--- config.mk ---
export PLATFORM = sky130hd
export DESIGN_NAME = decode_stage
export DESIGN_NICKNAME = d
export VERILOG_FILES = /design/src/rtl/mips_pkg.sv /design/src/rtl/alu_decoder.sv /design/src/rtl/ctrl_pipeline.sv /design/src/rtl/decode_stage.sv /design/src/rtl/main_decoder.sv
export VERILOG_INCLUDE_DIRS = /design/src /design/src/rtl
export SDC_FILE = /design/constraint.sdc
export NUM_CORES = 1
export LEC_CHECK = 0
export ABC_AREA = 1
export ABC_CLOCK_PERIOD_IN_PS = 900
export BUFFER_PORTS_ARGS = -buffer_cell sky130_fd_sc_hd__buf_2
export CORE_ASPECT_RATIO = 2
export CORE_UTILIZATION = 25
export DETAILED_ROUTE_END_ITERATION = 16
export GPL_ROUTABILITY_DRIVEN = 0
export PLACE_DENSITY = 0.55
export SLEW_MARGIN = 20
export SYNTH_ARGS = -nofsm -noshare
export SYNTH_HDL_FRONTEND = slang
export SYNTH_HIERARCHICAL = 1
export SYNTH_SLANG_ARGS = --single-unit
--- constraint.sdc ---
create_clock -name clk -period 0.9 [get_ports clk]
set_clock_uncertainty 0.05 [all_clocks]
set_input_delay 0.135 -clock clk [delete_from_list [all_inputs] [get_ports clk]]
set_output_delay 0.135 -clock clk [all_outputs]
set_load 0.01 [all_outputs]
--- src/rtl/mips_consts.svh ---
`ifndef MIPS_CONSTS_SVH
`define MIPS_CONSTS_SVH

// primary opcodes, instr[31:26]
`define OP_RTYPE 6'b000000
`define OP_ADDI  6'b001000
`define OP_ANDI  6'b001100
`define OP_ORI   6'b001101
`define OP_LUI   6'b001111
`define OP_LW    6'b100011
`define OP_SW    6'b101011
`define OP_BEQ   6'b000100

// r-type funct field, instr[5:0]
`define FN_ADD 6'b100000
`define FN_SUB 6'b100010
`define FN_AND 6'b100100
`define FN_OR  6'b100101
`define FN_SLT 6'b101010

// alu operation codes
`define ALU_OP_W 3
`define ALU_AND  3'b000
`define ALU_OR   3'b001
`define ALU_ADD  3'b010
`define ALU_LUI  3'b100
`define ALU_SUB  3'b110
`define ALU_SLT  3'b111

// writeback destination select
`define REG_DST_RD 2'b00
`define REG_DST_RT 2'b01
`define REG_DST_RA 2'b10

`endif

--- src/rtl/mips_pkg.sv ---
`include "mips_consts.svh"

package mips_pkg;

    // r-type view of the instruction word
    typedef struct packed {
        logic [5:0] opcode;
        logic [4:0] rs;
        logic [4:0] rt;
        logic [4:0] rd;
        logic [4:0] shamt;
        logic [5:0] funct;
    } r_type_t;

    // i-type view, immediate in the low half
    typedef struct packed {
        logic [5:0]  opcode;
        logic [4:0]  rs;
        logic [4:0]  rt;
        logic [15:0] imm16;
    } i_type_t;

    typedef union packed {
        r_type_t r;
        i_type_t i;
    } instr_u;

    // writeback stage controls
    typedef struct packed {
        logic reg_write_en;
        logic mem_to_reg;
    } ctrl_w_t;

    // memory stage controls plus what writeback needs
    typedef struct packed {
        logic    mem_read_en;
        logic    mem_write_en;
        ctrl_w_t wb;
    } ctrl_m_t;

    // execute stage controls, carries the later stages along
    typedef struct packed {
        logic [1:0]           reg_dst;
        logic                 alu_imm_sel;
        logic [`ALU_OP_W-1:0] alu_op;
        ctrl_m_t              mem;
    } ctrl_e_t;

endpackage

--- src/rtl/alu_decoder.sv ---
`timescale 1ns/10ps
`include "mips_consts.svh"

module alu_decoder (
    input  logic [5:0]           opcode,
    input  logic [5:0]           funct,
    output logic [`ALU_OP_W-1:0] alu_op
);

    always_comb begin
        case (opcode)
            `OP_RTYPE: begin
                // r-type operation comes from funct
                case (funct)
                    `FN_ADD: alu_op = `ALU_ADD;
                    `FN_SUB: alu_op = `ALU_SUB;
                    `FN_AND: alu_op = `ALU_AND;
                    `FN_OR:  alu_op = `ALU_OR;
                    `FN_SLT: alu_op = `ALU_SLT;
                    // write enable is cleared in the main decoder
                    default: alu_op = `ALU_ADD;
                endcase
            end
            `OP_ADDI: begin
                alu_op = `ALU_ADD;
            end
            `OP_ANDI: begin
                alu_op = `ALU_AND;
            end
            `OP_ORI: begin
                alu_op = `ALU_OR;
            end
            `OP_LUI: begin
                alu_op = `ALU_LUI;
            end
            // address = base + offset
            `OP_LW, `OP_SW: begin
                alu_op = `ALU_ADD;
            end
            // compare by subtraction
            `OP_BEQ: begin
                alu_op = `ALU_SUB;
            end
            default: begin
                alu_op = `ALU_ADD;
            end
        endcase
    end

endmodule

--- src/rtl/ctrl_pipeline.sv ---
`timescale 1ns/10ps

module ctrl_pipeline (
    input  logic              clk,
    input  logic              rst_n,
    input  mips_pkg::ctrl_e_t ctrl_d,
    output mips_pkg::ctrl_e_t ctrl_e,
    output mips_pkg::ctrl_m_t ctrl_m,
    output mips_pkg::ctrl_w_t ctrl_w
);
    import mips_pkg::*;

    // id/ex, full bundle from decode
    always_ff @(posedge clk or negedge rst_n) begin
        if (!rst_n) begin
            ctrl_e <= '0;
        end else begin
            ctrl_e <= ctrl_d;
        end
    end

    // ex/mem, execute fields dropped here
    always_ff @(posedge clk or negedge rst_n) begin
        if (!rst_n) begin
            ctrl_m <= '0;
        end else begin
            ctrl_m <= ctrl_e.mem;
        end
    end

    // mem/wb, only the writeback pair survives
    always_ff @(posedge clk or negedge rst_n) begin
        if (!rst_n) begin
            ctrl_w <= '0;
        end else begin
            ctrl_w <= ctrl_m.wb;
        end
    end

endmodule

--- src/rtl/decode_stage.sv ---
`timescale 1ns/10ps

module decode_stage (
    input  logic              clk,
    input  logic              rst_n,
    input  mips_pkg::instr_u  instr,
    input  logic              instr_valid,
    output logic              sign_ext,
    output logic [31:0]       imm_ext,
    output logic              branch,
    output mips_pkg::ctrl_e_t ctrl_e,
    output mips_pkg::ctrl_m_t ctrl_m,
    output mips_pkg::ctrl_w_t ctrl_w
);
    import mips_pkg::*;

    // decode-stage bundle, zero on bubbles
    ctrl_e_t ctrl_d;

    main_decoder u_main_decoder (
        .instr       (instr),
        .instr_valid (instr_valid),
        .sign_ext    (sign_ext),
        .imm_ext     (imm_ext),
        .branch      (branch),
        .ctrl_d      (ctrl_d)
    );

    ctrl_pipeline u_ctrl_pipeline (
        .clk    (clk),
        .rst_n  (rst_n),
        .ctrl_d (ctrl_d),
        .ctrl_e (ctrl_e),
        .ctrl_m (ctrl_m),
        .ctrl_w (ctrl_w)
    );

endmodule

--- src/rtl/main_decoder.sv ---
`timescale 1ns/10ps
`include "mips_consts.svh"

module main_decoder (
    input  mips_pkg::instr_u  instr,
    input  logic              instr_valid,
    output logic              sign_ext,
    output logic [31:0]       imm_ext,
    output logic              branch,
    output mips_pkg::ctrl_e_t ctrl_d
);
    import mips_pkg::*;

    logic [5:0]           opcode;
    logic [5:0]           funct;
    logic [15:0]          imm16;
    logic                 is_lui;
    logic [`ALU_OP_W-1:0] alu_op;
    ctrl_e_t              ctrl_raw;

    assign opcode = instr.i.opcode;
    assign funct  = instr.r.funct;
    assign imm16  = instr.i.imm16;

    alu_decoder u_alu_decoder (
        .opcode (opcode),
        .funct  (funct),
        .alu_op (alu_op)
    );

    // logical immediates and lui are unsigned
    assign is_lui   = (opcode == `OP_LUI);
    assign sign_ext = !((opcode == `OP_ANDI) || (opcode == `OP_ORI) || is_lui);
    assign branch   = (opcode == `OP_BEQ);

    always_comb begin
        if (is_lui) begin
            imm_ext = {imm16, 16'h0000};
        end else if (sign_ext) begin
            imm_ext = {{16{imm16[15]}}, imm16};
        end else begin
            imm_ext = {16'h0000, imm16};
        end
    end

    always_comb begin
        ctrl_raw         = '0;
        ctrl_raw.reg_dst = `REG_DST_RD;
        ctrl_raw.alu_op  = alu_op;
        case (opcode)
            `OP_RTYPE: begin
                case (funct)
                    `FN_ADD, `FN_SUB, `FN_AND, `FN_OR, `FN_SLT: begin
                        ctrl_raw.mem.wb.reg_write_en = 1'b1;
                    end
                    default: begin
                        ctrl_raw.mem.wb.reg_write_en = 1'b0;
                    end
                endcase
            end
            `OP_ADDI, `OP_ANDI, `OP_ORI, `OP_LUI: begin
                ctrl_raw.mem.wb.reg_write_en = 1'b1;
                ctrl_raw.reg_dst             = `REG_DST_RT;
                ctrl_raw.alu_imm_sel         = 1'b1;
            end
            `OP_LW: begin
                ctrl_raw.mem.wb.reg_write_en = 1'b1;
                ctrl_raw.mem.wb.mem_to_reg   = 1'b1;
                ctrl_raw.mem.mem_read_en     = 1'b1;
                ctrl_raw.reg_dst             = `REG_DST_RT;
                ctrl_raw.alu_imm_sel         = 1'b1;
            end
            `OP_SW: begin
                ctrl_raw.mem.mem_write_en = 1'b1;
                ctrl_raw.alu_imm_sel      = 1'b1;
            end
            // beq and unknown opcodes keep every enable low
            default: begin
                ctrl_raw.mem.wb.reg_write_en = 1'b0;
            end
        endcase
    end

    // no strobe means a bubble down the pipe
    assign ctrl_d = instr_valid ? ctrl_raw : '0;

endmodule

; Word level (Yosys, flattened, before mapping)
; Cells that the tools add are included.
[totals]
reg_bits = 15
word_cells = 43
out_inout_bits = 50
[op_classes]
n_reduce_logical = 7
muxes = 11
n_eq_ne = 12
[ops]
columns = operator, count
row1 = 32-bit 2-to-1 mux, 2
row2 = 6-bit equality test (second input constant), 7
row3 = 6-bit by 4-bit equality test with 1-bit output (second input constant), 4
row4 = 3-bit case mux with 5 select lines, 1
row5 = 3-bit case mux with 4 select lines, 1
row6 = 5-bit OR reduction, 2
row7 = 9-bit 2-to-1 mux, 1
row8 = 6-bit by 3-bit equality test with 1-bit output (second input constant), 1
row9 = 6-bit zero test, 1
row10 = 6-bit OR reduction, 1
row11 = 1-bit 2-to-1 mux, 5
row12 = 1-bit logical OR, 2
row13 = 1-bit case mux with 2 select lines, 1
row14 = 1-bit zero test, 1

; Depth between registers and ports, before layout
; Gate-level depths: netlist (run 1).
[logic_depth]
ltp_word = 5
depth_mapped = 9

; Cells and area by module
; Netlist (run 1), hierarchy kept.
[by_module_without_submodules]
columns = module, n_inst, area_per_inst_um2, cells_per_inst
row1 = main_decoder, 1, 529.3, 102
row2 = ctrl_pipeline, 1, 400.4, 16
row3 = alu_decoder, 1, 202.7, 46

; Least setup slack after synthesis (run 1)
; Ideal clock, no wire load.
[synth_timing]
path_kind = input to output
start = in instr[31] (netlist bit)
end = out imm_ext[16]
path_buffers = 1
stages = 4
slack_ns = -0.023
arrival_time_ns = 0.738
cell_sequence = nor2_4 nand3_4 buf_6 o21ai_2
[synth_between]
elab_chain_len = 5
[synth_lines]
columns = item, line_no
row1 = from (decl), decode_stage.sv:6  ; input mips_pkg::instr_u instr,
row2 = 6-bit by 4-bit equality test with 1-bit output (no line), -
row3 = 1-bit logical OR (2 in series), main_decoder.sv:33  ; assign sign_ext = !((opcode == `OP_ANDI) || (opcode == `OP_ORI) || is_lui);
row4 = 32-bit 2-to-1 mux, main_decoder.sv:39  ; end else if (sign_ext) begin
row5 = 32-bit 2-to-1 mux *, main_decoder.sv:37  ; if (is_lui) begin
row6 = to (decl), decode_stage.sv:9  ; output logic [31:0] imm_ext,
; Mark *: on every way between the ends. The rest lies on a longest branch, timed or not.

; Final worst setup path (run 1)
[layout_timing]
start = in instr[31] (netlist bit)
end = out imm_ext[29]
; The elaborated chain is that of the path after synthesis.

==> metrics.md, run 1 <==
| Metric | Value |
|---|---|
| Routed wire length | `3130 µm` |
| Width of the die | `49.6 µm` |
| Register share of total power | `41.3%` |
| Mapped Area | `1130 µm²` |
| # rows | `34` |
| Count of different cell masters after synthesis | `19` |
| Failing checks | `negative setup slack` |
| #FFs+latches synth | `16` |
| Number of max-cap violations | `0` |
| Final Hold Fails | `0` |
| Worst EP arrival | `970 ps` |
| Cell internal pwr | `1.27 mW` |
| Final critical-path share of the clock period | `128%` |
| Mean Syn Cell Area | `6.90 µm²` |
| Vias post-DR | `1,290` |
| Switching Share | `28.9%` |
| Clock buffer depth | `2` |
| Clk Latency, worst-skew pair | `240 ps` |
| Min-Delay Path Class | `in -> reg` |
| Cells after Synth | `164` |
| Critical Path Max Stage Delay | `190 ps` |
| Top Ports | `85` |
| DPL Wire Length | `2510 µm` |
| Inserted Clock Buffers | `3` |
| Register area share after synthesis | `35.4%` |
| Pwr dens | `938 nW/µm²` |
| Nets@finish | `295` |
| Total design power | `1.78 mW` |
| Leak | `1.19 nW` |
| Clk sinks | `16` |
| Worst-path cell with the longest stage delay | `nand3_4` |
| Die height | `97.2 µm` |
| Final setup vio count | `50` |
| Post-route ant nets | `0` |
| Syn nets | `199` |
| Synth area leader | `dfrtp_1` |
| Net switching power | `0.515 mW` |
| RSZ-0062 raised after global routing | `true` |
| Final WS setup | `-253 ps` |
| Initial antenna violation count | `0` |
| Largest net degree at the start of global routing | `17` |
| Combinational fraction of design power | `31.1%` |
| Startpoint types | `input pin` |
| Fin. max-slew vios | `0` |
| Die ar. | `4820 µm²` |
| Most frequent cells in the layout | `69 x buf_2, 37 x inv_1, 30 x nand2_1, 30 x nor2_1, 16 x dfrtp_1` |
| Top area cells in the synthesized netlist | `dfrtp_1 35%, inv_1 13%, nand2_1 11%` |
| # DRC | `0` |
| Cell Chain, Critical Path | `buf_8, nor2_4, nand3_4, nand2_8, o21ai_1, buf_2` |
| First drt pass iteration count | `4` |
| Vias in the first global route | `1,235` |
| CTS tree | `built` |
| Status | `finished, violations left` |
| Top cell type's share of synthesized area | `35.4%` |
| Avg WL per Cell | `10.0 µm` |
| Gr usage total | `13.1%` |
| CP max FO | `8` |
| Reg clk slew, reported paths | `50 ps` |
| Remaining Overflow, GRT | `0` |
| Minimum clock period | `1150 ps` |
| Area delta synth->final | `67.8%` |
| TNS Setup | `-7620 ps` |
| Worst-case vdd ir drop | `0.637 mV` |
| Ant. Diodes | `0` |
| Starting Density | `26.1%` |
| Clock root buffer | `clkbuf_8` |
| Core outline area | `4340 µm²` |
| YS warnings | `6` |
| Clock power frac | `27.6%` |
| Crit Path Category | `in -> out` |
| I/O Buffers | `74` |
| Fmax | `0.867 GHz` |
| First-pass GRT wire length | `5020 µm` |
| Layout cells sized above 1 | `52.7%` |
| Vias/cell | `4.13` |
| Worst setup EP type | `output pin` |
| Most common cell after layout, fill and taps aside | `buf_2` |
| Data required, critical path | `710 ps` |
| H-Tree Depth | `1` |
| Initial drt markers | `13` |
==> power groups by stage <==
stage | registers, mW | clock network, mW | logic, mW
2_1_floorplan | 0.758 | 0 | 0.237
3_3_place_gp | 0.749 | 0 | 0.481
3_5_place_dp | 0.750 | 0 | 0.484
4_1_cts | 0.737 | 0.510 | 0.524
5_1_grt | 0.738 | 0.545 | 0.612
6_report | 0.737 | 0.492 | 0.555
==> per-layer routing <==
layer	GRT usage (%)	wire length, µm	vias up
met2	24.9	1800	64
met3	1.88	205	6
met4	6.37	56	0
met5	0	0	-
li1	-	-	667
met1	12.9	1070	553
==> cells by family (layout without fill, tap and decap cells) <==
kind of cell | Yosys count | count (layout) | share of synthesized area [%]
compound gates | 16 | 16 | 10.4
flops | 16 | 16 | 35.4
buf+inv | 46 | 139 | 18.9
simple gates | 85 | 86 | 35.0
other cells | 1 | 1 | 0.331
==> critical path: cells and delay by family <==
family / cells / cell delay (ps)
AND/OR/NAND/NOR: 3 / 520
buffers and inverters: 2 / 240
AO/OA/AOI/OAI: 1 / 70
==> timing repair <==
| item | in CTS | in global routing |
|---|---|---|
| gates cloned | 0 | 1 |
| hold endpoints to repair | 16 | 0 |
| pin swaps | 4 | 10 |
| hold buffers | 1 | 0 |
| endpoints found under the setup margin | 51 | 56 |
| buffers inserted | 5 | 0 |
| resized for setup | 23 | 24 |
==> path summary, 6_finish.rpt <==
kind	startpoint	cells after the start	endpoint	slack (ps)
setup / recovery	instr[31]	6	imm_ext[29]	-250
hold / removal	instr_valid	3	u_ctrl_pipeline/ctrl_e[5]	140
setup reg to reg	u_ctrl_pipeline/ctrl_e[0]	1	u_ctrl_pipeline/ctrl_m[0]	250
hold reg to reg	u_ctrl_pipeline/ctrl_e[2]	0	u_ctrl_pipeline/ctrl_m[2]	320
max in group asynchronous	rst_n	2	u_ctrl_pipeline/ctrl_e[4]	270
min in group asynchronous	rst_n	2	u_ctrl_pipeline/ctrl_e[7]	280
==> cell type report <==
cell class,instances,area [µm²]
Multi-Input combinational cell,103,634
Inverter,41,156
Sequential cell,16,400
Tap cell,54,67.6
Timing Repair Buffer,95,601
Fill cell,470,2440
Clock buffer,3,41.3
==> per-stage QoR <==
step | instance area [µm²] | hold slack (ps) | setup slack, ps | utilization [%] | std cells
global route | 1900 | 160 | -287 | 43.8 | 312
CTS | 1790 | 129 | -233 | 41.2 | 311
detailed placement | 1640 | 7.71 | -318 | 37.7 | 302
floorplan | 1130 | -211 | -23.1 | - | 164
global placement | 1640 | 1.93 | -300 | 37.7 | 302
finish | 1900 | 138 | -253 | 43.8 | 312
==> state kept, by name, indices dropped and copies added (netlist names) <==
register and cells:
u_ctrl_pipeline/ctrl_w 2, u_ctrl_pipeline/ctrl_e 10, u_ctrl_pipeline/ctrl_m 4
==> Yosys cell counts (all sizes together) <==
| library cell | count |
|---|---|
| inv | 41 |
| o21ai | 16 |
| nand3 | 12 |
| buf | 5 |
| dfrtp | 16 |
| nand2 | 35 |
| conb | 1 |
| nor2 | 37 |
| nand4 | 1 |
No activity file was read; power rests on OpenSTA's default activity.
==> run 2: changes to the inputs <==
- PLACE_DENSITY: 0.55 -> 0.59
- REMOVE_ABC_BUFFERS: not set -> 1
- SYNTH_HIERARCHICAL: 1 -> not set
==> metrics.md, run 2 <==
| Metric | Value |
|---|---|
| Largest Register | `u_ctrl_pipeline.ctrl_e` |
| Worst EP arrival | `1000 ps (+30 ps)` |
| # DRC | `0 (unchanged)` |
| I/O Buffers | `73 (-1.4%)` |
| Worst setup EP type | `output pin` |
| Cell Count Post-Placement | `262 (-13%)` |
| Remaining Overflow, GRT | `0 (unchanged)` |
| Worst-case vdd ir drop | `0.456 mV (-28%)` |
| Failing checks | `negative setup slack` |
| Final Hold Fails | `0 (unchanged)` |
| Clk Latency, worst-skew pair | `240 ps (about the same)` |
| Mux contribution to synthesized area | `0% (unchanged)` |
| H-Tree Depth | `1 (unchanged)` |
| Compound-Gate Fraction of Synth Area | `16.0% (+5.6 points)` |
| Post-synth top cells | `29 x nor2_1, 28 x inv_1, 13 x dfrtp_1` |
| Starting Density | `26.7% (+0.64 points)` |
| CTS tree | `built` |
| Avg WL per Cell | `10.2 µm (+1.3%)` |
| Status | `finished, violations left` |
| Worst Reg2Reg Path Length in Cells | `0 (-1)` |
| Crit Path Category | `in -> out` |
| Cell Chain, Critical Path | `buf_6, nor2_4, nand3_4, buf_4, inv_8, nor2_1, buf_2` |
| Top cell type's share of synthesized area | `35.2% (-0.13 points)` |
| #FFs+latches synth | `13 (-3)` |
| Count of different cell masters after synthesis | `21 (+2)` |
| Largest net degree at the start of global routing | `17 (unchanged)` |
| CP max FO | `16 (+8)` |
| Most frequent cell after synthesis | `nor2_1` |
| Most common cell after layout, fill and taps aside | `buf_2` |
| Final WS setup | `-290 ps (-36.5 ps)` |
| Pwr dens | `968 nW/µm² (+3.2%)` |
| Post-Synth XOR/XNOR Area | `0% (unchanged)` |
| Startpoint types | `input pin` |
| Vias in the first global route | `1,091 (-12%)` |
| Initial drt markers | `10 (-3)` |
| Mean Syn Cell Area | `7.16 µm² (+3.7%)` |
| Dpl ws | `-361 ps (-43.1 ps)` |
| Clock buffer depth | `2 (unchanged)` |
| Async S/R FF share, synth | `100% (unchanged)` |
| Top area cells in the synthesized netlist | `dfrtp_1 35%, nor2_1 12%, inv_1 11%` |
| Min-Delay Path Class | `in -> reg` |
| Minimum clock period | `1190 ps (+36.5 ps)` |
| # rows | `30 (-12%)` |
| First-pass GRT wire length | `4280 µm (-15%)` |
| EDFF count, synth | `0 (unchanged)` |
| Core outline area | `3450 µm² (-20%)` |
| Final Util | `47.7% (+3.9 points)` |
| Ant. Diodes | `0 (unchanged)` |
| Post-route insts no fill | `272 (-13%)` |
| Worst path depth | `7 (+1)` |
| Leak | `0.997 nW (-16%)` |
| Post-synthesis simple-gate area fraction | `28.7% (-6.3 points)` |
| Synth area leader | `dfrtp_1` |
| Fmax | `0.841 GHz (-3.1%)` |
| Largest regs | `u_ctrl_pipeline.ctrl_e: 8 flops, u_ctrl_pipeline.ctrl_m: 3 flops, u_ctrl_pipeline.ctrl_w: 2 flops` |
| Final critical-path share of the clock period | `132% (+4.1 points)` |
| Final setup vio count | `52 (+4.0%)` |
| Number of max-cap violations | `0 (unchanged)` |
| Clk sinks | `13 (-3)` |
| Inserted Clock Buffers | `3 (unchanged)` |
| Critical Path Max Stage Delay | `190 ps (about the same)` |
| Data required, critical path | `710 ps (about the same)` |
| Width of the die | `45.0 µm (-9.3%)` |
| Gr usage total | `14.6% (+1.6 points)` |
| First drt pass iteration count | `4 (unchanged)` |
| Initial antenna violation count | `0 (unchanged)` |
| DPL Wire Length | `2230 µm (-11%)` |
| Largest family of logic cells by synthesized area | `simple AND/OR/NAND/NOR gates` |
| Layout cells sized above 1 | `57.1% (+4.4 points)` |
| Top Ports | `85 (unchanged)` |
| Post-route ant nets | `0 (unchanged)` |
| Most frequent cells in the layout | `68 x buf_2, 25 x inv_1, 25 x nor2_1, 17 x buf_4, 13 x dfrtp_1` |
| Hold Path Stages | `3 (unchanged)` |
| YS warnings | `0 (-6)` |
| Area delta synth->final | `78.5%` |
| Adder-Cell Fraction of Synth Area | `0% (unchanged)` |
| Count of buffer and inverter cells on the critical path | `4 (+2)` |
| Vias/cell | `4.29 (+3.8%)` |
| Routed wire length | `2770 µm (-12%)` |
| Mapped Area | `923 µm² (-18%)` |
| Die ar. | `3960 µm² (-18%)` |
| Fin. max-slew vios | `0 (unchanged)` |
| RSZ-0062 raised after global routing | `true` |
| Top FF cell, synth | `dfrtp_1` |
| Nets@finish | `260 (-12%)` |
| Die height | `88.0 µm (-9.5%)` |
| Largest register FFs | `8 (-2)` |
| Cells after Synth | `129 (-21%)` |
| Reg clk slew, reported paths | `50 ps (about the same)` |
| Register area share after synthesis | `35.2% (-0.13 points)` |
| Worst-path cell with the longest stage delay | `buf_4` |
| Clock root buffer | `clkbuf_8` |
| Vias post-DR | `1,167 (-9.5%)` |
| Top Family by Delay on Critical Path | `buffers and inverters` |
[run 2: cell types whose count changed in the layout (fill, tap and decap cells not counted), sizes merged]
cell	delta
nand2	-22
inv	-10
nor2	-6
a21oi	+4
dfrtp	-3
nand3	-3
o21ai	+2
buf	+1
clkbuf	+1
nand4	+1
nor3	+1
[run 2: cells by family (layout without fill, tap and decap cells)]
group	after synthesis	count (layout)
other	1	1
DFF	13	13
buffers and inverters	37	131
AOI/OAI and AO/OA	22	22
and+or+nand+nor	56	57
[run 2: final timing paths]
| kind | start | to | slack [ps] |
|---|---|---|---|
| max | instr[30] | imm_ext[8] | -290 |
| min | instr_valid | u_ctrl_pipeline.ctrl_e[1] | 100 |
| max reg2reg | u_ctrl_pipeline.ctrl_e[0] | u_ctrl_pipeline.ctrl_m[3] | 330 |
| min reg2reg | u_ctrl_pipeline.ctrl_e[2] | u_ctrl_pipeline.ctrl_m[2] | 320 |
| max in group asynchronous | rst_n | u_ctrl_pipeline.ctrl_w[0] | 330 |
| min in group asynchronous | rst_n | u_ctrl_pipeline.ctrl_e[8] | 250 |
[run 2: tightest hold or removal path: cells and delay by family]
| kind | cells | cell delay [ps] |
|---|---|---|
| and+or+nand+nor | 1 | 60 |
| buffers and inverters | 2 | 160 |
[run 2: layer usage]
layer  wire (µm)  GRT usage (%)
met1         881           13.1
met2        1560           28.6
met3         216           1.65
met4         106           9.09
met5           0              0
[run 2: final cells by class]
class                      instances  area, µm²
clock buffer                       4       45.0
fill                             372       1810
inverter                          31        126
multi-input combinational         80        474
sequential                        13        325
tap                               48       60.1
timing repair buffer              96        617
[run 2: stage by stage]
stage	cell area (µm²)	setup TNS (ps)	power [mW]	hold WS, ps
floorplan	858	-5030	0.811	-211
global placement	1430	-11330	1.06	-26.9
detailed placement	1430	-11500	1.06	-20.7
CTS	1560	-9560	1.60	92.5
global route	1650	-12570	1.69	103
finish	1650	-9720	1.60	99.8
[run 2: report_power, final]
| part | total, mW | switching, mW | leakage [nW] | internal [mW] |
|---|---|---|---|---|
| combinational | 0.497 | 0.271 | 0.796 | 0.226 |
| sequential | 0.599 | 0.00297 | 0.179 | 0.596 |
| clock | 0.499 | 0.188 | 0.0228 | 0.311 |
| total | 1.60 | 0.462 | 0.997 | 1.13 |
[run 2: what timing repair did]
item | in CTS | in global routing
endpoints found under the setup margin | 54 | 54
hold buffers | 1 | 0
pin swaps | 4 | 4
cloned | 0 | 1
buffers inserted | 2 | 2
hold endpoints to repair | 13 | 0
gates resized for setup | 21 | 10
==> run 3: changes to the inputs <==
- PLACE_DENSITY: 0.59 -> 0.66
==> metrics.md, run 3 (synthesis gave the netlist of run 2 again) <==
| Metric | Value |
|---|---|
| Ant. Diodes | `0 (unchanged)` |
| Most frequent cells in the layout | `65 x buf_2, 27 x nor2_1, 25 x inv_1, 22 x buf_4, 17 x o21ai_2` |
| RSZ-0062 raised after global routing | `true` |
| Initial drt markers | `14 (+4)` |
| Filler Cell Count | `334 (-10%)` |
| # DRC | `0 (unchanged)` |
| Vias/cell | `4.23 (-1.3%)` |
| Worst R2R End | `u_ctrl_pipeline.ctrl_w[0]` |
| Initial antenna violation count | `0 (unchanged)` |
| Reg2reg start | `u_ctrl_pipeline.ctrl_m[3]` |
| Top Family by Delay on Critical Path | `buffers and inverters` |
| Die height | `88.0 µm (unchanged)` |
| Layout cells sized above 1 | `62.4% (+5.3 points)` |
| First drt pass iteration count | `4 (unchanged)` |
| Post-route ant nets | `0 (unchanged)` |
| Routed wire length | `2870 µm (+3.8%)` |
| Status | `finished, violations left` |
| Worst-case vdd ir drop | `0.452 mV (-0.85%)` |
| Die ar. | `3960 µm² (unchanged)` |
| Most common cell after layout, fill and taps aside | `buf_2` |
| CP max FO | `8 (-8)` |
| Pwr dens | `931 nW/µm² (-3.8%)` |
| Worst EP arrival | `1050 ps (+50 ps)` |
| Largest register FFs | `8 (unchanged)` |
| Width of the die | `45.0 µm (unchanged)` |
| Failing checks | `negative setup slack` |
| Largest Register | `u_ctrl_pipeline.ctrl_e` |
| Vias post-DR | `1,173 (+0.51%)` |
| Min-Delay Path Class | `in -> reg` |
| Final critical-path share of the clock period | `138% (+5.4 points)` |
| Worst Hold Slack | `85.4 ps (-14.4 ps)` |
| Minimum clock period | `1240 ps (+48.5 ps)` |
| Starting Density | `26.7% (unchanged)` |
| Final setup vio count | `54 (+3.8%)` |
| Clk Latency, worst-skew pair | `240 ps (about the same)` |
| # rows | `30 (unchanged)` |
| Nets@finish | `265 (+1.9%)` |
| Startpoint types | `input pin` |
| H-Tree Depth | `1 (unchanged)` |
| Cell Count Post-Placement | `263 (+0.38%)` |
| Hold Path Stages | `3 (unchanged)` |
| Fin. max-slew vios | `0 (unchanged)` |
| Largest regs | `u_ctrl_pipeline.ctrl_e: 8 flops, u_ctrl_pipeline.ctrl_m: 3 flops, u_ctrl_pipeline.ctrl_w: 2 flops` |
| Clock root buffer | `clkbuf_8` |
| Crit Path Category | `in -> out` |
| Cell Chain, Critical Path | `buf_6, nor2_4, nand3_4, buf_4, inv_4, nor2_1, buf_2` |
| Top Ports | `85 (unchanged)` |
| Largest net degree at the start of global routing | `17 (unchanged)` |
| Clock buffer depth | `2 (unchanged)` |
| Avg WL per Cell | `10.4 µm (+1.9%)` |
| Vias in the first global route | `1,140 (+4.5%)` |
| Worst setup EP type | `output pin` |
| Worst Reg2Reg Path Length in Cells | `2 (+2)` |
| Number of max-cap violations | `0 (unchanged)` |
| Final WS setup | `-338 ps (-48.5 ps)` |
| Core outline area | `3450 µm² (unchanged)` |
| WHS Endpoint | `u_ctrl_pipeline.ctrl_e[1]` |
| Worst-path cell with the longest stage delay | `buf_4` |
| Critical Path Max Stage Delay | `200 ps (about the same)` |
| Final Hold Fails | `0 (unchanged)` |
| Reg clk slew, reported paths | `50 ps (about the same)` |
| Fmax | `0.808 GHz (-3.9%)` |
| Post-route insts no fill | `277 (+1.8%)` |
| Data required, critical path | `710 ps (about the same)` |
| Count of buffer and inverter cells on the critical path | `4 (unchanged)` |
| I/O Buffers | `73 (unchanged)` |
| CTS tree | `built` |
| Area delta synth->final | `88.9%` |
| R2R setup slack | `120 ps (-210 ps)` |
| Remaining Overflow, GRT | `0 (unchanged)` |
| Leak | `1.05 nW (+5.5%)` |
| Inserted Clock Buffers | `3 (unchanged)` |
| Gr usage total | `15.2% (+0.57 points)` |
| Min-delay src | `instr_valid` |
| Clk sinks | `13 (unchanged)` |
| DPL Wire Length | `2160 µm (-3.1%)` |
| First-pass GRT wire length | `4580 µm (+6.9%)` |
==> run 3: how the worst max path moves through the flow <==
stage / startpoint / endpoint / slack (ps) / depth (start not counted)
floorplan: instr[30] / imm_ext[16] / -220 / 4
global placement: instr[30] / u_ctrl_pipeline.ctrl_e[5] / -330 / 8
detailed placement: instr[30] / imm_ext[18] / -360 / 8
CTS: instr[31] / imm_ext[18] / -340 / 6
global route: instr[30] / imm_ext[2] / -390 / 7
finish: instr[30] / imm_ext[2] / -340 / 7
==> run 3: power by group <==
part	switching, mW	total, mW	internal, mW
clock network	0.187	0.499	0.311
logic	0.280	0.526	0.245
registers	0.00330	0.600	0.596
total	0.471	1.62	1.15
==> run 3: what timing repair did <==
| item | 4_1_cts | 5_1_grt |
|---|---|---|
| hold buffers | 1 | 0 |
| setup endpoints to repair | 53 | 55 |
| buffers inserted | 5 | 4 |
| pin swaps | 9 | 11 |
| hold endpoints to repair | 13 | 0 |
| gates resized for setup | 35 | 17 |
| cloned | 1 | 1 |
==> run 3: cell type report <==
cell class	instances	area [µm²]	share of cell area, %
clock buffers	4	45.0	2.58
inverters	31	129	7.39
multi-input cells	79	507	29.1
flip-flops and latches	13	325	18.7
well taps	48	60.1	3.44
repair buffers	101	672	38.5
repair inverters	1	6.26	0.359
==> run 3: tightest hold or removal path: cells and delay by family <==
family                 cells  cell delay [ps]
buffers and inverters      2              160
AND/OR/NAND/NOR            1               50
==> run 3: per-stage QoR <==
step	area, µm²	TNS, ps	power [mW]	utilization (%)	worst slack (ps)
global placement	1440	-11250	1.05	41.7	-332
finish	1740	-10980	1.62	50.5	-338
floorplan	858	-5030	0.811	-	-219
global route	1740	-13830	1.72	50.5	-394
detailed placement	1440	-11500	1.06	41.7	-360
CTS	1670	-10540	1.62	48.5	-344
==> run 3: routing by layer <==
metal	vias to the layer above	global-route usage [%]	part of all wire, %
li1	587	-	-
met2	75	31.2	57
met5	-	0	0
met4	0	4.96	1.8
met3	7	2.68	8.8
met1	504	13.6	32
